**src/source/udp_rx_pkg.sv**
```systemverilog
package udp_rx_pkg;

    // Flit and beat geometry.
    localparam int NOC_DATA_W       = 128;
    localparam int NOC_DATA_BYTES_W = 4;
    localparam int PADBYTES_W       = 4;

    // Network header fields.
    localparam int IP_ADDR_W     = 32;
    localparam int PORT_W        = 16;
    localparam int UDP_LEN_W     = 16;
    localparam int UDP_HDR_BYTES = 8;

    // Mesh addressing.
    localparam int XY_W      = 4;
    localparam int FBITS_W   = 4;
    localparam int MSG_LEN_W = 8;

    // Tracker stats.
    localparam int PKT_ID_W = 16;
    localparam int TS_W     = 32;

    // Endpoint select of the packet interface on this tile.
    localparam logic [FBITS_W-1:0] PKT_IF_FBITS = 4'd1;

    typedef enum logic [7:0] {
        NOC_MSG_NONE   = 8'd0,
        TCP_RX_SEGMENT = 8'd12,
        UDP_RX_SEGMENT = 8'd14,
        UDP_TX_SEGMENT = 8'd15
    } noc_msg_type;

    typedef enum logic [1:0] {
        SEL_HDR_FLIT  = 2'd0,
        SEL_META_FLIT = 2'd1,
        SEL_DATA_FLIT = 2'd2
    } flit_sel;

    localparam int HDR_USED_W  = 4 * XY_W + 2 * FBITS_W + MSG_LEN_W + 8
                                 + PKT_ID_W + TS_W + 4;
    localparam int META_USED_W = 2 * IP_ADDR_W + 2 * PORT_W + UDP_LEN_W;

    typedef struct packed {
        logic [XY_W-1:0]                dst_x;
        logic [XY_W-1:0]                dst_y;
        logic [FBITS_W-1:0]             dst_fbits;
        logic [MSG_LEN_W-1:0]           msg_len;
        logic [XY_W-1:0]                src_x;
        logic [XY_W-1:0]                src_y;
        logic [FBITS_W-1:0]             src_fbits;
        noc_msg_type                    msg_type;
        logic [PKT_ID_W-1:0]            packet_id;
        logic [TS_W-1:0]                timestamp;
        logic [3:0]                     metadata_flits;
        logic [NOC_DATA_W-HDR_USED_W-1:0] fill;
    } hdr_flit_t;

    typedef struct packed {
        logic [IP_ADDR_W-1:0]              src_ip;
        logic [IP_ADDR_W-1:0]              dst_ip;
        logic [PORT_W-1:0]                 src_port;
        logic [PORT_W-1:0]                 dst_port;
        logic [UDP_LEN_W-1:0]              data_length;
        logic [NOC_DATA_W-META_USED_W-1:0] fill;
    } meta_flit_t;

endpackage

```
**src/source/data_masker.sv**
```systemverilog
module data_masker #(
     parameter int width_p = 128
)(
     input  logic [width_p-1:0]                 unmasked_data
    ,input  logic [udp_rx_pkg::PADBYTES_W-1:0]  padbytes
    ,input  logic                               last
    ,output logic [width_p-1:0]                 masked_data
);

    localparam int NUM_BYTES = width_p / 8;

    // First payload byte sits at the top, so the pad bytes are the lowest ones.
    always_comb begin
        masked_data = unmasked_data;
        if (last) begin
            for (int i = 0; i < NUM_BYTES; i++) begin
                if (i < int'(padbytes)) begin
                    masked_data[i*8 +: 8] = 8'h00;
                end
            end
        end
    end

endmodule

```
**src/source/udp_port_table.sv**
```systemverilog
module udp_port_table #(
     parameter int TABLE_ENTRIES = 8
)(
     input  logic                               clk
    ,input  logic                               rst

    ,input  logic                               cfg_wr
    ,input  logic [$clog2(TABLE_ENTRIES)-1:0]   cfg_index
    ,input  logic [udp_rx_pkg::PORT_W-1:0]      cfg_port
    ,input  logic [udp_rx_pkg::XY_W-1:0]        cfg_x
    ,input  logic [udp_rx_pkg::XY_W-1:0]        cfg_y
    ,input  logic [udp_rx_pkg::FBITS_W-1:0]     cfg_fbits

    ,input  logic [udp_rx_pkg::PORT_W-1:0]      lookup_port
    ,output logic                               hit
    ,output logic [udp_rx_pkg::XY_W-1:0]        x
    ,output logic [udp_rx_pkg::XY_W-1:0]        y
    ,output logic [udp_rx_pkg::FBITS_W-1:0]     fbits
);
    import udp_rx_pkg::*;

    logic [TABLE_ENTRIES-1:0]   entry_valid;
    logic [PORT_W-1:0]          entry_port  [TABLE_ENTRIES];
    logic [XY_W-1:0]            entry_x     [TABLE_ENTRIES];
    logic [XY_W-1:0]            entry_y     [TABLE_ENTRIES];
    logic [FBITS_W-1:0]         entry_fbits [TABLE_ENTRIES];
    logic [TABLE_ENTRIES-1:0]   match;

    always_ff @(posedge clk) begin
        if (rst) begin
            entry_valid <= '0;
        end else if (cfg_wr) begin
            entry_valid[cfg_index] <= 1'b1;
        end
    end

    always_ff @(posedge clk) begin
        if (cfg_wr) begin
            entry_port[cfg_index]  <= cfg_port;
            entry_x[cfg_index]     <= cfg_x;
            entry_y[cfg_index]     <= cfg_y;
            entry_fbits[cfg_index] <= cfg_fbits;
        end
    end

    // A one-hot match lets the fields of all entries be OR-ed.
    always_comb begin
        x     = '0;
        y     = '0;
        fbits = '0;
        for (int i = 0; i < TABLE_ENTRIES; i++) begin
            match[i] = entry_valid[i] && (entry_port[i] == lookup_port);
            if (match[i]) begin
                x     = x | entry_x[i];
                y     = y | entry_y[i];
                fbits = fbits | entry_fbits[i];
            end
        end
    end

    assign hit = |match;

    a_single_match: assert property (@(posedge clk) disable iff (rst) $onehot0(match))
        else $error("port table has more than one entry for port %h", lookup_port);

endmodule

```
**src/source/udp_rx_noc_out.sv**
```systemverilog
module udp_rx_noc_out #(
     parameter int SRC_X         = 0
    ,parameter int SRC_Y         = 0
    ,parameter int TABLE_ENTRIES = 8
)(
     input  logic                                   clk
    ,input  logic                                   rst

    ,input  logic                                   hdr_val
    ,input  logic [udp_rx_pkg::IP_ADDR_W-1:0]       src_ip
    ,input  logic [udp_rx_pkg::IP_ADDR_W-1:0]       dst_ip
    ,input  logic [udp_rx_pkg::PORT_W-1:0]          src_port
    ,input  logic [udp_rx_pkg::PORT_W-1:0]          dst_port
    ,input  logic [udp_rx_pkg::UDP_LEN_W-1:0]       udp_length
    ,input  logic [udp_rx_pkg::PKT_ID_W-1:0]        packet_id
    ,input  logic [udp_rx_pkg::TS_W-1:0]            timestamp

    ,input  logic                                   data_val
    ,input  logic [udp_rx_pkg::NOC_DATA_W-1:0]      data
    ,input  logic                                   last
    ,input  logic [udp_rx_pkg::PADBYTES_W-1:0]      padbytes

    ,input  logic                                   cfg_wr
    ,input  logic [$clog2(TABLE_ENTRIES)-1:0]       cfg_index
    ,input  logic [udp_rx_pkg::PORT_W-1:0]          cfg_port
    ,input  logic [udp_rx_pkg::XY_W-1:0]            cfg_x
    ,input  logic [udp_rx_pkg::XY_W-1:0]            cfg_y
    ,input  logic [udp_rx_pkg::FBITS_W-1:0]         cfg_fbits

    ,output logic                                   noc_val
    ,output logic [udp_rx_pkg::NOC_DATA_W-1:0]      noc_data
    ,output logic                                   idle
);
    import udp_rx_pkg::*;

    logic               store_inputs;
    flit_sel            flit_sel_w;
    logic               last_output;
    logic               no_data;
    logic               lookup_hit;
    logic [PORT_W-1:0]  lookup_port;
    logic               table_hit;
    logic [XY_W-1:0]    table_x;
    logic [XY_W-1:0]    table_y;
    logic [FBITS_W-1:0] table_fbits;

    udp_rx_noc_out_ctrl ctrl (
         .clk(clk), .rst(rst)
        ,.hdr_val(hdr_val), .data_val(data_val)
        ,.last_output(last_output), .no_data(no_data), .lookup_hit(lookup_hit)
        ,.store_inputs(store_inputs), .flit_sel(flit_sel_w)
        ,.noc_val(noc_val), .idle(idle)
    );

    udp_rx_noc_out_datap #(.SRC_X(SRC_X), .SRC_Y(SRC_Y)) datap (
         .clk(clk), .rst(rst)
        ,.src_ip(src_ip), .dst_ip(dst_ip), .src_port(src_port), .dst_port(dst_port)
        ,.udp_length(udp_length), .packet_id(packet_id), .timestamp(timestamp)
        ,.data(data), .last(last), .padbytes(padbytes)
        ,.store_inputs(store_inputs), .flit_sel(flit_sel_w)
        ,.noc_data(noc_data), .last_output(last_output), .no_data(no_data)
        ,.lookup_port(lookup_port), .table_hit(table_hit), .table_x(table_x)
        ,.table_y(table_y), .table_fbits(table_fbits), .lookup_hit(lookup_hit)
    );

    udp_port_table #(.TABLE_ENTRIES(TABLE_ENTRIES)) port_table (
         .clk(clk), .rst(rst)
        ,.cfg_wr(cfg_wr), .cfg_index(cfg_index), .cfg_port(cfg_port)
        ,.cfg_x(cfg_x), .cfg_y(cfg_y), .cfg_fbits(cfg_fbits)
        ,.lookup_port(lookup_port), .hit(table_hit)
        ,.x(table_x), .y(table_y), .fbits(table_fbits)
    );

endmodule

```
**src/source/udp_rx_noc_out_ctrl.sv**
```systemverilog
module udp_rx_noc_out_ctrl (
     input  logic                   clk
    ,input  logic                   rst

    ,input  logic                   hdr_val
    ,input  logic                   data_val

    ,input  logic                   last_output
    ,input  logic                   no_data
    ,input  logic                   lookup_hit

    ,output logic                   store_inputs
    ,output udp_rx_pkg::flit_sel    flit_sel
    ,output logic                   noc_val
    ,output logic                   idle
);
    import udp_rx_pkg::*;

    typedef enum logic [2:0] {
        IDLE,
        HDR,
        META,
        DATA,
        DROP
    } state_t;

    state_t state_reg;
    state_t state_next;

    always_ff @(posedge clk) begin
        if (rst) begin
            state_reg <= IDLE;
        end else begin
            state_reg <= state_next;
        end
    end

    always_comb begin
        state_next   = state_reg;
        store_inputs = 1'b0;
        case (state_reg)
            IDLE: begin
                if (hdr_val) begin
                    store_inputs = 1'b1;
                    if (lookup_hit) begin
                        state_next = HDR;
                    end else if (!no_data) begin
                        state_next = DROP;
                    end
                end
            end
            HDR:  state_next = META;
            META: state_next = no_data ? IDLE : DATA;
            DATA, DROP: begin
                if (data_val && last_output) begin
                    state_next = IDLE;
                end
            end
            default: state_next = IDLE;
        endcase
    end

    always_comb begin
        case (state_reg)
            HDR:     flit_sel = SEL_HDR_FLIT;
            META:    flit_sel = SEL_META_FLIT;
            default: flit_sel = SEL_DATA_FLIT;
        endcase
    end

    assign noc_val = (state_reg == HDR) || (state_reg == META)
                     || ((state_reg == DATA) && data_val);
    assign idle    = (state_reg == IDLE);

    // Together these catch a missing or early last and beats on an empty datagram.
    a_hdr_when_idle: assert property (@(posedge clk) disable iff (rst) hdr_val |-> idle)
        else $error("hdr_val while a datagram is in flight");
    a_beat_gap: assert property (@(posedge clk) disable iff (rst)
        hdr_val |=> !data_val ##1 !data_val)
        else $error("payload beat within two cycles of hdr_val");
    a_beat_in_body: assert property (@(posedge clk) disable iff (rst)
        data_val |-> (state_reg == DATA) || (state_reg == DROP))
        else $error("payload beat outside a datagram body");

endmodule

```
**src/source/udp_rx_noc_out_datap.sv**
```systemverilog
module udp_rx_noc_out_datap #(
     parameter int SRC_X = 0
    ,parameter int SRC_Y = 0
)(
     input  logic                                   clk
    ,input  logic                                   rst

    ,input  logic [udp_rx_pkg::IP_ADDR_W-1:0]       src_ip
    ,input  logic [udp_rx_pkg::IP_ADDR_W-1:0]       dst_ip
    ,input  logic [udp_rx_pkg::PORT_W-1:0]          src_port
    ,input  logic [udp_rx_pkg::PORT_W-1:0]          dst_port
    ,input  logic [udp_rx_pkg::UDP_LEN_W-1:0]       udp_length
    ,input  logic [udp_rx_pkg::PKT_ID_W-1:0]        packet_id
    ,input  logic [udp_rx_pkg::TS_W-1:0]            timestamp
    ,input  logic [udp_rx_pkg::NOC_DATA_W-1:0]      data
    ,input  logic                                   last
    ,input  logic [udp_rx_pkg::PADBYTES_W-1:0]      padbytes

    ,input  logic                                   store_inputs
    ,input  udp_rx_pkg::flit_sel                    flit_sel

    ,output logic [udp_rx_pkg::NOC_DATA_W-1:0]      noc_data
    ,output logic                                   last_output
    ,output logic                                   no_data

    ,output logic [udp_rx_pkg::PORT_W-1:0]          lookup_port
    ,input  logic                                   table_hit
    ,input  logic [udp_rx_pkg::XY_W-1:0]            table_x
    ,input  logic [udp_rx_pkg::XY_W-1:0]            table_y
    ,input  logic [udp_rx_pkg::FBITS_W-1:0]         table_fbits
    ,output logic                                   lookup_hit
);
    import udp_rx_pkg::*;

    logic [IP_ADDR_W-1:0]   src_ip_reg;
    logic [IP_ADDR_W-1:0]   dst_ip_reg;
    logic [PORT_W-1:0]      src_port_reg;
    logic [PORT_W-1:0]      dst_port_reg;
    logic [UDP_LEN_W-1:0]   udp_length_reg;
    logic [PKT_ID_W-1:0]    packet_id_reg;
    logic [TS_W-1:0]        timestamp_reg;
    logic [XY_W-1:0]        dst_x_reg;
    logic [XY_W-1:0]        dst_y_reg;
    logic [FBITS_W-1:0]     dst_fbits_reg;

    logic [PORT_W-1:0]      dst_port_next;
    logic [UDP_LEN_W-1:0]   udp_length_next;
    logic [UDP_LEN_W-1:0]   data_size;
    logic [UDP_LEN_W-1:0]   full_flits;
    logic [MSG_LEN_W-1:0]   num_data_flits;
    logic [NOC_DATA_W-1:0]  masked_data;
    hdr_flit_t              hdr_flit;
    meta_flit_t             meta_flit;

    // Length register drives the flit count.
    always_ff @(posedge clk) begin
        if (rst) begin
            udp_length_reg <= '0;
        end else begin
            udp_length_reg <= udp_length_next;
        end
    end

    always_ff @(posedge clk) begin
        if (store_inputs) begin
            src_ip_reg    <= src_ip;
            dst_ip_reg    <= dst_ip;
            src_port_reg  <= src_port;
            dst_port_reg  <= dst_port;
            packet_id_reg <= packet_id;
            timestamp_reg <= timestamp;
            dst_x_reg     <= table_x;
            dst_y_reg     <= table_y;
            dst_fbits_reg <= table_fbits;
        end
    end

    // Lookup runs on the incoming port while storing.
    assign dst_port_next   = store_inputs ? dst_port : dst_port_reg;
    assign udp_length_next = store_inputs ? udp_length : udp_length_reg;
    assign lookup_port     = dst_port_next;
    assign lookup_hit      = table_hit;

    assign data_size      = udp_length_next - UDP_LEN_W'(UDP_HDR_BYTES);
    assign full_flits     = data_size >> NOC_DATA_BYTES_W;
    assign num_data_flits = MSG_LEN_W'(full_flits)
                            + MSG_LEN_W'(data_size[NOC_DATA_BYTES_W-1:0] != '0);

    assign no_data     = (data_size == '0);
    assign last_output = last;

    data_masker #(
        .width_p        (NOC_DATA_W)
    ) masker (
         .unmasked_data (data)
        ,.padbytes      (padbytes)
        ,.last          (last)
        ,.masked_data   (masked_data)
    );

    always_comb begin
        hdr_flit                = '0;
        hdr_flit.dst_x          = dst_x_reg;
        hdr_flit.dst_y          = dst_y_reg;
        hdr_flit.dst_fbits      = dst_fbits_reg;
        // One metadata flit ahead of the data.
        hdr_flit.msg_len        = MSG_LEN_W'(1) + num_data_flits;
        hdr_flit.src_x          = XY_W'(SRC_X);
        hdr_flit.src_y          = XY_W'(SRC_Y);
        hdr_flit.src_fbits      = PKT_IF_FBITS;
        hdr_flit.msg_type       = UDP_RX_SEGMENT;
        hdr_flit.packet_id      = packet_id_reg;
        hdr_flit.timestamp      = timestamp_reg;
        hdr_flit.metadata_flits = 4'd1;
    end

    always_comb begin
        meta_flit             = '0;
        meta_flit.src_ip      = src_ip_reg;
        meta_flit.dst_ip      = dst_ip_reg;
        meta_flit.src_port    = src_port_reg;
        meta_flit.dst_port    = dst_port_reg;
        meta_flit.data_length = data_size;
    end

    always_comb begin
        case (flit_sel)
            SEL_HDR_FLIT:  noc_data = hdr_flit;
            SEL_META_FLIT: noc_data = meta_flit;
            default:       noc_data = masked_data;
        endcase
    end

    a_pad_on_last: assert property (@(posedge clk) disable iff (rst) !last |-> padbytes == '0)
        else $error("padbytes %0d on a beat that is not the last", padbytes);

endmodule

```
**config.mk**
```make
export PLATFORM = sky130hd
export DESIGN_NAME = udp_rx_noc_out
export DESIGN_NICKNAME = d
export VERILOG_FILES = /design/src/source/udp_rx_pkg.sv /design/src/source/data_masker.sv /design/src/source/udp_port_table.sv /design/src/source/udp_rx_noc_out.sv /design/src/source/udp_rx_noc_out_ctrl.sv /design/src/source/udp_rx_noc_out_datap.sv
export SDC_FILE = /design/constraint.sdc
export NUM_CORES = 1
export LEC_CHECK = 0
export CAP_MARGIN = 20
export CORE_AREA = 3 3 180 182
export CTS_BUF_LIST = sky130_fd_sc_hd__clkbuf_16
export DETAILED_ROUTE_END_ITERATION = 8
export DIE_AREA = 0 0 183 185
export DONT_BUFFER_PORTS = 1
export PLACE_DENSITY_LB_ADDON = 0.3
export SETUP_SLACK_MARGIN = 0.2
export SLEW_MARGIN = 20
export SYNTH_ARGS = -nofsm -noshare
export SYNTH_HDL_FRONTEND = slang
export SYNTH_HIERARCHICAL = 1
export SYNTH_SLANG_ARGS = --single-unit
```
**constraint.sdc**
```tcl
create_clock -name clk -period 11.5 [get_ports clk]
set_input_delay 0.575 -clock clk [delete_from_list [all_inputs] [get_ports clk]]
set_output_delay 0.575 -clock clk [all_outputs]
set_load 0.005 [all_outputs]
```
==> flow_summary.toml, run 1 <==
[power_and_ir_drop]
cellPowerDensity_mw_per_mm2 = 168
ir_worst_vdd_v = 0.000146
cellLeakagePower_nw = 6.72

[clocking]
number_of_buffers_inserted_by_hold_repair_at_cts = 0
cts_tree = "built"
cts_num_sinks = 407
clock_latency_ns = 0.54
ctsLongestPathBuffers = 3
clk_pin_slew_ns = 0.06
post_cts_buffers = 0
cts_buffers = 41
htree_levels = 2
post_cts_resize_count = 0
ctsRootBufferMaster = "sky130_fd_sc_hd__clkbuf_16"

[global_routing]
maximum_number_of_pins_on_one_net_before_global_route_repair = 122
grt.total_usage = 0.304
grt_antenna_before_repair = 14
overflow = 0
grt_first_pass_wirelength_mm = 75.3
first_global_vias = 11300

[cells_and_area]
stdcell_area_sq_mm = 0.0200
number_of_flip_flops_in_the_largest_register = 128
multiInputGateArea_sq_mm = 0.00623
layout.area.seq_sq_mm = 0.0118
final_layout_size_suffix_gt1_frac = 0.0935
num-fill-cells = 2233
fin_nets = 1704
area_growth_pct = 8.11
registers.top_by_ff_count = "port_table/entry_port"

[timing]
final-hold-violation-count = 0
fin_skew_ns = 0.0244
period_share = 0.492
finalWorstPathRequiredPeriod_ns = 5.66
slew_headroom = 0.290
final.hold.worst_slack_ns = 0.112
setup_violations = 0
fin_ws_ns = 5.84
rsz0062_at_grt = "false"
final.setup.tns_ns = 0
final_slew_violations = 0
fmax_ghz = 0.177
worst_slew_pin_slew_ns = 1.07

[worst_setup_path]
timing.reg2reg.setup_slack_ns = 6.27
worstSetupStartpointType = "register"
cp.arrival_ns = 5.08
required_ns = 10.93
worst_setup_path_startpoint = "ctrl/state_reg[0]$_SDFFE_PP0P_"
r2r.worst_path.cells = 13
cp_num_buf_inv = 2
critical_path.reg2reg.endpoint = "ctrl/state_reg[0]$_SDFFE_PP0P_"
crit_path_max_fanout = 79
worstSetupPathType = "register to output pin"
cp_slowest_cell = "sky130_fd_sc_hd__buf_4"
crit_chain = "nor4b_4 -> buf_4 -> buf_4 -> mux2i_1 -> ha_1 -> nor4bb_1 -> o211ai_1 -> xnor2_1 -> and4bb_1 -> xor2_1 -> a221o_1"
max_stage_delay_ns = 0.83
end_kind = "output pin"
timing.rr.start = "ctrl/state_reg[0]$_SDFFE_PP0P_"
cp_top_family = "buffers and inverters"
worst-path-stages = 11
cpMostUsedCell = "sky130_fd_sc_hd__buf_4"
setup.worst_path.end = "noc_data[115]"

[hold_path]
hold_start = "rst"
min-delay-path-class = "input port to register"

[die]
dieHeight_um = 185
io_pins = 459
initial_core_util = 0.603
die_x_um = 183
num_rows = 64
core_box_area_sq_mm = 0.0307
die_area_sq_mm = 0.0339

[synth]
yosysUniqueCellTypes = 69
synth.cell_area_sq_mm = 0.0185
syn-num-nets = 1729
postSynth.asyncResetShare = 0
synth_largest_area_cell = "sky130_fd_sc_hd__edfxtp_1"
syn_area_per_cell_sq_um = 13.3
synth-seq-area-share = 0.636
commonest_register_cell_after_synthesis = "sky130_fd_sc_hd__edfxtp_1"
ys_top_cells_by_area = "sky130_fd_sc_hd__edfxtp_1, sky130_fd_sc_hd__dfxtp_1, sky130_fd_sc_hd__mux2i_1"
synth_top_area_share = 0.590
synthCells = 1397
ys.warnings.count = 6
synth_enable_flop_cells = 364
ys_seq_elements = 407

[place]
detailed_placement_hpwl_mm = 38.4
gp_congestion = 0.968
placed_cell_area_sq_mm = 0.0187
io_buffer_count = 0
dp_worst_setup_slack_ns = 6.19

[detailed_routing]
m1WireLength_mm = 19.8
wirelength_mm = 53.9
drt_iter0_drc = 1237
route.detailed.wl_per_inst_um = 29.8
drt_drc_violations_left = 0
postRouteAntennaNets = 0
route.detailed.vias_per_inst = 6.48
detailroute.wirelength.met2_mm = 26.5
detailroute.via_count = 11700
highest-signal-layer = "met5"
detail_route.first_pass.iterations = 6
met3_wirelength_mm = 5.46

[status]
outcome = "complete, no violations"

[run]
drv_cap = 0
[logic make-up after synthesis]
group | share of synthesized area
adders and majority gates | 0.00203
xor gates and xnor gates | 0.0690
and+or+nand+nor | 0.131
DFF | 0.636
AOI/OAI and AO/OA | 0.0777
buffers and inverters | 0.0304
muxes | 0.0535
[synth_stat cells, types with 7 or more instances]
cell,count
sky130_fd_sc_hd__dfxtp_1,43
sky130_fd_sc_hd__clkbuf_1,40
sky130_fd_sc_hd__a22o_1,28
sky130_fd_sc_hd__buf_2,9
sky130_fd_sc_hd__xnor2_1,60
sky130_fd_sc_hd__buf_1,7
sky130_fd_sc_hd__and2_1,99
sky130_fd_sc_hd__mux2_2,17
sky130_fd_sc_hd__o22ai_1,9
sky130_fd_sc_hd__nor4_1,13
sky130_fd_sc_hd__buf_4,15
sky130_fd_sc_hd__xor2_1,86
sky130_fd_sc_hd__nor3_1,14
sky130_fd_sc_hd__nand4_1,21
sky130_fd_sc_hd__nand3_1,36
sky130_fd_sc_hd__buf_6,18
sky130_fd_sc_hd__and3_1,36
sky130_fd_sc_hd__mux2i_1,80
sky130_fd_sc_hd__a31oi_1,8
sky130_fd_sc_hd__o21ai_0,78
sky130_fd_sc_hd__a21oi_1,8
sky130_fd_sc_hd__a21boi_0,32
sky130_fd_sc_hd__edfxtp_1,364
sky130_fd_sc_hd__nor2_1,58
sky130_fd_sc_hd__a22oi_1,13
sky130_fd_sc_hd__nand2_1,112
[metrics by stage]
stage                util  std cells  power [mW]
CTS                 0.650       1796        3.39
finish              0.652       1808        3.38
floorplan               -       1397        2.03
global placement    0.608       1724        2.10
detailed placement  0.608       1724        2.11
global route        0.651       1805        3.48
[how the worst min path moves through the flow]
stage / to / slack [ns] / cells after the start
detailed placement: port_table/entry_valid[0]$_SDFFE_PP0P_ / 0.45 / 2
CTS: port_table/entry_valid[0]$_SDFFE_PP0P_ / 0.09 / 1
global route: port_table/entry_valid[0]$_SDFFE_PP0P_ / 0.09 / 1
floorplan: port_table/entry_valid[0]$_SDFFE_PP0P_ / 0.43 / 2
global placement: port_table/entry_valid[5]$_SDFFE_PP0P_ / 0.44 / 2
finish: port_table/entry_valid[0]$_SDFFE_PP0P_ / 0.11 / 1
[routing by layer]
layer,vias to the layer above,global-route usage
li1,5116,-
met1,5779,0.382
met2,694,0.509
met3,123,0.0872
met4,6,0.109
met5,-,0
[cell usage in the layout, fill, tap and decap left out, types with 17 or more instances in the layout]
cell,netlist,routed
sky130_fd_sc_hd__nor2_1,58,52
sky130_fd_sc_hd__and2_1,99,99
sky130_fd_sc_hd__a22o_1,28,28
sky130_fd_sc_hd__and3_1,36,36
sky130_fd_sc_hd__nand4_1,21,21
sky130_fd_sc_hd__mux2_2,17,17
sky130_fd_sc_hd__edfxtp_1,364,364
sky130_fd_sc_hd__mux2i_1,80,80
sky130_fd_sc_hd__a21boi_0,32,32
sky130_fd_sc_hd__clkbuf_16,0,41
sky130_fd_sc_hd__o21ai_0,78,78
sky130_fd_sc_hd__buf_4,15,20
sky130_fd_sc_hd__dfxtp_1,43,43
sky130_fd_sc_hd__nand2_1,112,112
sky130_fd_sc_hd__xnor2_1,60,60
sky130_fd_sc_hd__nand3_1,36,36
sky130_fd_sc_hd__xor2_1,86,86
[cell type report]
| class | instances | share of cell area |
|---|---|---|
| Antenna cell | 11 | 0.00137 |
| Clock buffer | 41 | 0.0512 |
| Clock inverter | 31 | 0.0135 |
| Inverter | 7 | 0.00131 |
| Multi-Input combinational cell | 894 | 0.311 |
| Sequential cell | 407 | 0.588 |
| Tap cell | 396 | 0.0247 |
| Timing Repair Buffer | 21 | 0.00849 |
[power breakdown]
group / total [mW] / switching (mW) / internal (mW)
logic: 0.355 / 0.227 / 0.127
registers: 1.73 / 0.0300 / 1.70
clock network: 1.30 / 0.536 / 0.760
total: 3.38 / 0.793 / 2.58
No activity file was read; power rests on OpenSTA's default activity.
==> inputs of run 2 (changes only) <==
==> constraint.sdc (replaced) <==
create_clock -name clk -period 5.6 [get_ports clk]
set_input_delay 0.28 -clock clk [delete_from_list [all_inputs] [get_ports clk]]
set_output_delay 0.28 -clock clk [all_outputs]
set_load 0.005 [all_outputs]
==> flow_summary.toml, run 2 (synthesized netlist as in run 1, its figures left out) <==
[worst_setup_path]
worstSetupPathType = "register to output pin"
worstSetupStartpointType = "register"
end_kind = "output pin"
cp.arrival_ns = 4.49
crit_path_max_fanout = 23
required_ns = 5.32

[clocking]
cts_buffers = 42
number_of_buffers_inserted_by_hold_repair_at_cts = 173
cts_num_sinks = 407
ctsRootBufferMaster = "sky130_fd_sc_hd__clkbuf_16"
post_cts_buffers = 0
htree_levels = 2
ctsLongestPathBuffers = 3
clock_latency_ns = 0.56
cts_tree = "built"
post_cts_resize_count = 0
clk_pin_slew_ns = 0.06

[run]
drv_cap = 0

[detailed_routing]
route.detailed.vias_per_inst = 6.32
wirelength_mm = 56.2
detail_route.first_pass.iterations = 5
detailroute.via_count = 12600
drt_iter0_drc = 1278
drt_drc_violations_left = 0
route.detailed.wl_per_inst_um = 28.3
postRouteAntennaNets = 0

[die]
dieHeight_um = 185
die_area_sq_mm = 0.0339
initial_core_util = 0.603
core_box_area_sq_mm = 0.0307
num_rows = 64
io_pins = 459
die_x_um = 183

[place]
detailed_placement_hpwl_mm = 38.4
gp_congestion = 0.938
io_buffer_count = 0

[power_and_ir_drop]
switching_power_mw = 1.76
clock_power_share = 0.379
switching_share = 0.247
power_frac_comb = 0.125
ir_worst_vdd_v = 0.000459
cellPowerDensity_mw_per_mm2 = 325
int_power_mw = 5.38
cellLeakagePower_nw = 7.54
power.share.sequential = 0.496

[global_routing]
first_global_vias = 12500
grt.total_usage = 0.322
grt_antenna_before_repair = 13
grt_first_pass_wirelength_mm = 80.3
maximum_number_of_pins_on_one_net_before_global_route_repair = 110
overflow = 0

[cells_and_area]
layout_commonest_cell = "sky130_fd_sc_hd__edfxtp_1"
number_of_flip_flops_in_the_largest_register = 128
registers.top_by_ff_count = "port_table/entry_port"
fin_nets = 1880
area_growth_pct = 18.5
mostFrequentLayoutCells = "sky130_fd_sc_hd__edfxtp_1, sky130_fd_sc_hd__dlygate4sd3_1, sky130_fd_sc_hd__nand2_1"
final_layout_size_suffix_gt1_frac = 0.0949
utilization = 0.714

[timing]
setup_violations = 0
fin_skew_ns = 0.0404
final_slew_violations = 0
worst_slew_pin_slew_ns = 1.02
finalWorstPathRequiredPeriod_ns = 4.77
fmax_ghz = 0.210
final.hold.worst_slack_ns = 0.0279
period_share = 0.852
final-hold-violation-count = 0
slew_headroom = 0.316
rsz0062_at_grt = "false"

[status]
outcome = "complete, no violations"

[hold_path]
min-delay-path-class = "input port to register"
run 2: power groups by stage:
stage                     sequential (mW)  clock, mW  combinational [mW]
after floorplan                      3.59          0               0.601
after global placement               3.60          0               0.735
after detailed placement             3.61          0               0.749
after CTS                            3.54       2.73               0.888
after global routing                 3.56       2.85               0.960
final                                3.55       2.71               0.894
run 2: metrics by stage:
step	area [sq um]	TNS [ns]	worst slack (ns)	instances	total power, mW
after detailed placement	18800	0	1.16	1727	4.36
after floorplan	18700	-80.64	-2.24	1397	4.19
after CTS	21900	0	0.815	1977	7.16
after global placement	18800	0	1.37	1727	4.34
after global routing	22000	0	0.520	1983	7.37
final	22000	0	0.827	1990	7.14
run 2: cell type report:
| type | count | area [sq um] |
|---|---|---|
| sequential | 407 | 11800 |
| fill | 2008 | 8780 |
| multi-input combinational | 894 | 6350 |
| timing repair buffer | 196 | 1930 |
| clock buffer | 43 | 1080 |
| tap | 396 | 495 |
| clock inverter | 34 | 272 |
| antenna | 13 | 32.5 |
| inverter | 7 | 28.8 |
run 2: worst paths after layout:
check / start / endpoint / slack (ns) / cells past startpoint
worst min-delay path: udp_length[3] / datap/udp_length_reg[3]$_SDFF_PP0_ / 0.03 / 2
worst max-delay path: ctrl/state_reg[1]$_SDFFE_PP0P_ / noc_data[115] / 0.83 / 10
worst min register to register: port_table/entry_valid[0]$_SDFFE_PP0P_ / port_table/entry_valid[0]$_SDFFE_PP0P_ / 0.47 / 2
worst max register to register: ctrl/state_reg[1]$_SDFFE_PP0P_ / ctrl/state_reg[0]$_SDFFE_PP0P_ / 1.07 / 12
run 2: routing by layer:
| metal | wire length (um) | up-vias | GRT usage |
|---|---|---|---|
| li1 | - | 5469 | - |
| met1 | 20400 | 6155 | 0.399 |
| met2 | 27900 | 784 | 0.547 |
| met3 | 5480 | 155 | 0.0831 |
| met4 | 2340 | 8 | 0.129 |
| met5 | 40 | - | 0 |
run 2: worst max-delay path: stages, from the launching register on:
cell and delay [ns]:
sky130_fd_sc_hd__dfxtp_1 0.41, sky130_fd_sc_hd__nor4b_4 0.83, sky130_fd_sc_hd__buf_4 0.33, sky130_fd_sc_hd__buf_4 0.34, sky130_fd_sc_hd__mux2i_1 0.67, sky130_fd_sc_hd__o2111ai_1 0.35
sky130_fd_sc_hd__nor2_1 0.19, sky130_fd_sc_hd__xnor2_1 0.14, sky130_fd_sc_hd__mux2i_1 0.12, sky130_fd_sc_hd__xor2_1 0.21, sky130_fd_sc_hd__a221o_1 0.36
